File: config.mk
export PLATFORM = sky130hd
export DESIGN_NAME = frame_tick_timer
export DESIGN_NICKNAME = d
export VERILOG_FILES = /design/src/rtl/frame_tick_timer.sv
export SDC_FILE = /design/constraint.sdc
export NUM_CORES = 1
export LEC_CHECK = 0
export BUFFER_PORTS_ARGS = -buffer_cell sky130_fd_sc_hd__buf_2
export CORE_AREA = 2 2 39 41
export CTS_CLUSTER_SIZE = 8
export DETAILED_ROUTE_END_ITERATION = 10
export DIE_AREA = 0 0 41 43
export GPL_TIMING_DRIVEN = 1
export PLACE_DENSITY = 0.55
export SETUP_SLACK_MARGIN = 0.1
export SYNTH_ARGS = -nofsm -noshare
export SYNTH_HDL_FRONTEND = slang
export SYNTH_SLANG_ARGS = --single-unit
File: constraint.sdc
create_clock -name clk -period 2.5 [get_ports clk]
set_input_delay 0.125 -clock clk [delete_from_list [all_inputs] [get_ports clk]]
set_output_delay 0.125 -clock clk [all_outputs]
set_load 0.1 [all_outputs]
File: src/rtl/frame_tick_timer.sv
// Frame period source that stands in for the 60 Hz tick and feeds the interrupt flag
`timescale 1ns/10ps

module frame_tick_timer #(
   parameter int TICK_CYCLES = 200
) (
   input  logic clk,
   input  logic reset,
   output logic tick
);

   localparam int CNT_W = $clog2(TICK_CYCLES + 1);
   localparam logic [CNT_W-1:0] RELOAD = CNT_W'(TICK_CYCLES - 1);

   logic [CNT_W-1:0] count;

   ////////////////////////////////////////////////////////////////////
   // Down counter, one tick per wrap

   always_ff @(posedge clk) begin
      if (reset) begin
         count <= RELOAD;
         tick  <= 1'b0;
      end else if (count == '0) begin
         // Wrap and fire
         count <= RELOAD;
         tick  <= 1'b1;
      end else begin
         count <= count - 1'b1;
         tick  <= 1'b0;
      end
   end

   // Single-cycle pulse per frame
   a_tick_single : assert property (
      @(posedge clk) disable iff (reset) tick |=> !tick
   ) else $error("frame tick held for more than one cycle");

endmodule

# Word-level counts from Yosys, hierarchy flattened
# Cells that the tools add are included.
[totals] regBits=9 in_bits=2
[op_classes] addsub=1 mux=1 n_reduce_logical=2
[op_table] op="logical NOT 8 bit" count=1
[op_table] op="subtractor 8 x 1 -> 8 bit, second input constant" count=1
[op_table] op="OR reduction 2 bit" count=1
[op_table] op="2-to-1 mux 1 bit" count=1

# Logic depth before layout (Yosys ltp)
# Gate-level depths: netlist (run 1).
[logic_depth] ltp_word=2 depth_mapped=5 mapped_depth_nobuf=5

# Least setup slack after synthesis (run 1)
# No wires, ideal clock.
[synth_path] path_kind="register to register" start="register count[0]" end="register count[5]" arrival_time_ns=1.372 path_slack_ns=1.059 stages_incl_launch_ff=6 path_buffers=0 synth_period_minus_slack_ns=1.441 cell_sequence="dfxtp_1 > inv_1 > ha_1 > nor3b_1 > or4_1 > a21oi_1"
[synth_via] elab_chain_len=2 elab_cells_between_ends=3 classes_between="add/sub: 1; reduce/logical: 2"
[synth_rtl] item="from (decl)" line_no="15" rtl="logic [CNT_W-1:0] count;"
[synth_rtl] item="from (signal assigned)" line_no="29" rtl="count <= count - 1'b1;"
[synth_rtl] item="branches (longest 2 deep; another with subtractor 8 x 1 -> 8 bit)"
# Parallel ways; which one is timed is not known.
# A chain may end at the register's enable or synchronous reset.

# Worst setup path in the final report (run 1)
# Same ends and word-level chain as after synthesis.

==> results.sh, run 1 <==
export IMPL_syn_inst=45
export IMPL_htree_levels=1
export IMPL_syn_cell_area_um2=403
export IMPL_cts_sinks=9
export IMPL_drcViolationCount=0
export IMPL_drt_initial_drc_count=1
export IMPL_max_freq_mhz=658
export IMPL_n_antenna_cell=0
export IMPL_antenna_found_initial=0
export IMPL_drive_gt1_share_pct=17.6
export IMPL_path_class="reg2reg"
export IMPL_core_mm2=0.00138
export IMPL_dieArea_mm2=0.00176
export IMPL_overflow=0
export IMPL_clock_latency_ns=0.26
export IMPL_io_buffers=2
export IMPL_hpwlAfterDp_um=519
export IMPL_rows=14
export IMPL_grt_use_total_pct=10.5
export IMPL_postRouteAntennaNets=0
export IMPL_routed_wl_um=712
export IMPL_crit_path_top_delay_cell="or4_1"
export IMPL_gp_congestion=0.701
export IMPL_tns_ns=0
export IMPL_synth_flop_cell="dfxtp_1"
export IMPL_reg2reg_depth=5
export IMPL_synth_top_family_by_area="simple AND/OR/NAND/NOR gates"
export IMPL_crit_family="simple AND/OR/NAND/NOR gates"
export IMPL_hp_class="in2reg"
export IMPL_die_x_um=41
export IMPL_r2r_start="count[0]$_SDFF_PP1_"
export IMPL_crit_fanout=5
export IMPL_max_vdd_ir_drop_mv=0.246
export IMPL_cts_buffers=3
export IMPL_synthMuxAreaShare_pct=0
export IMPL_area_growth_pct=14.0
export IMPL_cap_viol_max_count=0
export IMPL_initial_core_util_pct=29.1
export IMPL_clkTransAtPathRegs_ns=0.06
export IMPL_grt_pass1_vias=303
export IMPL_nNetsFinal=56
export IMPL_grt_max_degree=8
export IMPL_avgSynthCellArea_um2=8.95
export IMPL_max_slew_margin_pct=57.8
export IMPL_ys_ff_latch=9
export IMPL_end_kind="flop"
export IMPL_cp_num_cells=5
export IMPL_synth_warning_count=0
export IMPL_ctsHoldBuffers=0
export IMPL_regToRegSetupSlack_ns=0.98
export IMPL_start_kind="flop"
export IMPL_synth_compound_area_share_pct=16.8
export IMPL_final_util_pct=33.2
export IMPL_first_pass_iters=2
export IMPL_clock_root_buffer="clkbuf_4"
export IMPL_synth_top_area_share_pct=44.7
export IMPL_cts_resized=0
export IMPL_crit_path_end="count[5]$_SDFF_PP0_"
export IMPL_cts_buffer_depth=2
export IMPL_finalHoldViolCount=0
export IMPL_maxSlewViolCount=0
export IMPL_seq_area_frac_synth_pct=44.7
export IMPL_cts_tree="built"
export IMPL_via_per_inst=4.94
export IMPL_tightest_slew_ns=0.627
export IMPL_vias=331
export IMPL_routedWlPerCell_um=10.6
export IMPL_die_height_um=43
export IMPL_synthTopCellsByCount="dfxtp_1, inv_1, a21oi_1, nand2_1, nor2_1"
export IMPL_synth_top_area_cell="dfxtp_1"
export IMPL_rr_endpoint="count[5]$_SDFF_PP0_"
export IMPL_path_cells="inv_1 -> ha_1 -> nor3b_1 -> or4_1 -> a21oi_1"
export IMPL_outcome="finished, final reports clean"
export IMPL_p_per_area_mw_per_mm2=621
export IMPL_slowest_delay_ns=0.50
export IMPL_p_leak_nw=0.192
export IMPL_hold_ws_ns=0.121
export IMPL_startpoint="count[0]$_SDFF_PP1_"
export IMPL_grt_pass1_wl_mm=1.15
export IMPL_arrival_ns=1.72
export IMPL_finClkSkew_ns=0.00111
export IMPL_yosys_area_share_simple_pct=23.3
export IMPL_required_ns=2.70
export IMPL_synthArstFlopShare_pct=0
export IMPL_post_route_period_util_pct=60.8
export IMPL_cp_num_buf_inv=1
export IMPL_setup_violations=0
export IMPL_synth_adder_area_share_pct=6.21
export IMPL_synth_most_common_cell="dfxtp_1"
export IMPL_synthXorXnorAreaFrac_pct=4.35
export IMPL_cts_setup_buffers=0
export IMPL_syn_num_nets=49
export IMPL_rsz0062_at_grt="no"
export IMPL_synth_edf_count=0
export IMPL_synthTopCellsByArea="dfxtp_1, ha_1, a21oi_1, inv_1, nand2_1"
export IMPL_fillCellCount=150
export IMPL_min_period_ns=1.52
export IMPL_pin_count=3
export IMPL_ys_types=22
[registers in the layout, summed over array words and instances, names as in the netlist]
name and count:
count 8, tick 1
[how the worst min path moves through the flow]
stage / cells past startpoint / end / from
floorplan: 1 / count[4]$_SDFF_PP0_ / reset
finish: 2 / count[5]$_SDFF_PP0_ / reset
global placement: 2 / count[5]$_SDFF_PP0_ / reset
global route: 2 / count[4]$_SDFF_PP0_ / reset
CTS: 2 / count[4]$_SDFF_PP0_ / reset
detailed placement: 2 / count[4]$_SDFF_PP0_ / reset
[stage by stage]
step                power [mW]  cells  area (um^2)  setup slack [ns]
global placement         0.176     63          433             0.993
detailed placement       0.176     63          433             0.984
global route             0.302     67          459             0.829
CTS                      0.289     67          459             0.967
floorplan                0.170     45          403              1.06
finish                   0.285     67          459             0.981
[where the power goes]
part	internal (mW)	switching (mW)
Combinational	0.00853	0.0113
Clock	0.0615	0.0511
Sequential	0.148	0.00502
[logic make-up after synthesis]
| kind of cell | count (synthesis) |
|---|---|
| and+or+nand+nor | 17 |
| adders and majority gates | 2 |
| DFF | 9 |
| AOI/OAI and AO/OA | 10 |
| xor gates and xnor gates | 2 |
| buffers and inverters | 5 |
[per-layer routing]
layer / global-route usage (%) / wire length, um / vias up / share of wire, %
li1: - / - / 170 / -
met1: 11.5 / 343 / 150 / 48
met2: 13.1 / 312 / 6 / 44
met3: 4.71 / 20 / 5 / 2.8
met4: 12.0 / 36 / 0 / 5.1
met5: 0 / 0 / - / 0
[cells in the final DEF (no fill, tap or decap), drive strengths merged]
| cell type | Yosys | final |
|---|---|---|
| clkbuf | 0 | 4 |
| dfxtp | 9 | 9 |
| nand2 | 4 | 4 |
| or3 | 1 | 1 |
| nor2 | 3 | 3 |
| and2 | 1 | 1 |
| o211ai | 1 | 1 |
| o31ai | 1 | 1 |
| xnor2 | 1 | 1 |
| a21oi | 4 | 4 |
| or2 | 2 | 2 |
| ha | 2 | 2 |
| nor2b | 1 | 1 |
| o21ai | 1 | 1 |
| buf | 0 | 2 |
| a211o | 2 | 2 |
| a32oi | 1 | 1 |
| or4 | 1 | 1 |
| nor3b | 1 | 1 |
| inv | 5 | 5 |
| nor3 | 2 | 2 |
| xor2 | 1 | 1 |
| nor4 | 1 | 1 |
[cell type report]
| cell class | count | area (um^2) | share of cell area (%) |
|---|---|---|---|
| Clock buffer | 4 | 26.3 | 5.72 |
| Inverter | 5 | 18.8 | 4.09 |
| Multi-Input combinational cell | 31 | 204 | 44.4 |
| Sequential cell | 9 | 180 | 39.2 |
| Tap cell | 16 | 20.0 | 4.36 |
| Timing Repair Buffer | 2 | 10.0 | 2.18 |
(Power assumes the default switching activity.)
==> run 2, diff against run 1 <==
clock period = 1.54 ns   (was 2.5 ns; I/O delays follow)
==> run 2 against run 1 <==
  * Die area did not move
  * Clock skew rose by 0.0072 ns
  * Clock-buffer cell count did not move
  * Sequential share of layout area fell by 2.6 points
  * Combinational power rose by 110%
  * Total power rose by 65%
  * Design area rose by 11%
  * Critical path type unchanged
  * Highest routed layer unchanged
==> results.sh, run 2 (synthesized netlist as in run 1, its figures left out) <==
export IMPL_io_buffers=2
export IMPL_crit_path_top_delay_cell="or4_1"
export IMPL_met3_length_um=43
export IMPL_clock_latency_ns=0.26
export IMPL_grt_pass1_wl_mm=1.08
export IMPL_cts_tree="built"
export IMPL_mostFrequentLayoutCell="dfxtp_1"
export IMPL_n_antenna_cell=0
export IMPL_cts_buffer_depth=2
export IMPL_crit_fanout=4
export IMPL_finalHoldViolCount=0
export IMPL_hpwlAfterDp_um=521
export IMPL_rsz0062_at_grt="yes"
export IMPL_finClkSkew_ns=0.00830
export IMPL_slowest_delay_ns=0.47
export IMPL_min_period_ns=1.40
export IMPL_start_kind="flop"
export IMPL_clkTransAtPathRegs_ns=0.06
export IMPL_vias=333
export IMPL_tightest_slew_ns=0.482
export IMPL_outcome="finished, final reports clean"
export IMPL_cap_viol_max_count=0
export IMPL_via_per_inst=4.69
export IMPL_drt_met1_wl_um=323
export IMPL_initial_core_util_pct=29.1
export IMPL_p_per_area_mw_per_mm2=924
export IMPL_reg_top3="count (8), tick (1)"
export IMPL_drive_gt1_share_pct=32.7
export IMPL_finalInstanceArea_um2=509
export IMPL_dieArea_mm2=0.00176
export IMPL_die_height_um=43
export IMPL_max_vdd_ir_drop_mv=0.534
export IMPL_path_class="reg2reg"
export IMPL_routed_wl_um=692
export IMPL_pre_cts_slack_ns=0.0689
export IMPL_drcViolationCount=0
export IMPL_hp_class="in2reg"
export IMPL_area_growth_pct=26.4
export IMPL_worst_slack_ns=0.144
export IMPL_pin_count=3
export IMPL_end_kind="flop"
export IMPL_min_from="reset"
export IMPL_p_leak_nw=0.231
export IMPL_clock_root_buffer="clkbuf_4"
export IMPL_reg2reg_depth=3
export IMPL_routedWlPerCell_um=9.75
export IMPL_top_layer_used="met4"
export IMPL_grt_max_degree=8
export IMPL_overflow=0
export IMPL_arrival_ns=1.60
export IMPL_postRouteAntennaNets=0
export IMPL_maxSlewViolCount=0
export IMPL_htree_levels=1
export IMPL_rows=14
export IMPL_setup_violations=0
export IMPL_holdPathStages=2
export IMPL_drt_initial_drc_count=1
export IMPL_postPlaceCellArea_um2=457
export IMPL_first_pass_iters=4
export IMPL_required_ns=1.74
export IMPL_grt_use_total_pct=10.1
export IMPL_tns_ns=0
export IMPL_path_cells="or3_4 -> or4_1 -> a21oi_1"
export IMPL_startpoint="count[4]$_SDFF_PP0_"
export IMPL_nNetsFinal=60
export IMPL_gp_congestion=0.687
export IMPL_ctsHoldBuffers=0
export IMPL_die_x_um=41
export IMPL_core_mm2=0.00138
export IMPL_cts_sinks=9
export IMPL_cts_buffers=3
export IMPL_max_freq_mhz=716
export IMPL_max_slew_margin_pct=68.1
export IMPL_grt_pass1_vias=274
export IMPL_largest_register="count"
export IMPL_routed_wl_met2_um=314
export IMPL_mostFrequentLayoutCells="dfxtp_1, inv_1, a21oi_1, nand2_1, buf_4"
export IMPL_r2r_start="count[4]$_SDFF_PP0_"
export IMPL_antenna_found_initial=0
export IMPL_p_total_uw=470
export IMPL_largest_reg_flops=8
export IMPL_post_route_period_util_pct=90.6
run 2: cell types whose count changed in the layout (fill, tap and decap cells not counted), sizes merged:
cell,change
buf,+4
run 2: worst paths after layout:
| kind | to | slack (ns) |
|---|---|---|
| max | count[5]$_SDFF_PP0_ | 0.14 |
| min | tick$_SDFF_PP0_ | 0.07 |
| max reg2reg | count[5]$_SDFF_PP0_ | 0.14 |
| min reg2reg | count[4]$_SDFF_PP0_ | 0.50 |
run 2: repair_timing:
item	in CTS	in global routing
setup buffers	1	0
setup endpoints to repair	2	4
gates resized for setup	1	6
pin swaps	0	2
run 2: layout make-up:
class	count	area, um^2
clock buffer	4	26.3
fill	142	875
inverter	5	18.8
multi-input combinational	31	218
sequential	9	186
tap	16	20.0
timing repair buffer	6	40.0
run 2: per-layer routing:
metal	GRT usage, %	up-vias
li1	-	175
met1	10.6	150
met2	12.8	6
met3	9.42	2
met4	6.00	0
met5	0	-
run 2: worst max-delay path, delay by kind of cell (launching register included):
kind / cells / cell delay [ns]
and+or+nand+nor: 2 / 0.87
DFF: 1 / 0.32
AOI/OAI and AO/OA: 1 / 0.14
run 2: per-stage QoR:
stage | util, % | cells | hold WS, ns
floorplan | - | 45 | 0.146
global placement | 33.0 | 66 | 0.341
detailed placement | 33.0 | 66 | 0.345
CTS | 35.5 | 71 | 0.0631
global route | 36.8 | 71 | 0.0507
finish | 36.8 | 71 | 0.0703
run 2: where the power goes:
| group | total, mW | internal [mW] | leakage [nW] | switching (mW) |
|---|---|---|---|---|
| logic | 0.0417 | 0.0209 | 0.143 | 0.0208 |
| registers | 0.249 | 0.241 | 0.0737 | 0.00774 |
| clock network | 0.180 | 0.0997 | 0.0150 | 0.0800 |
| total | 0.470 | 0.362 | 0.231 | 0.109 |
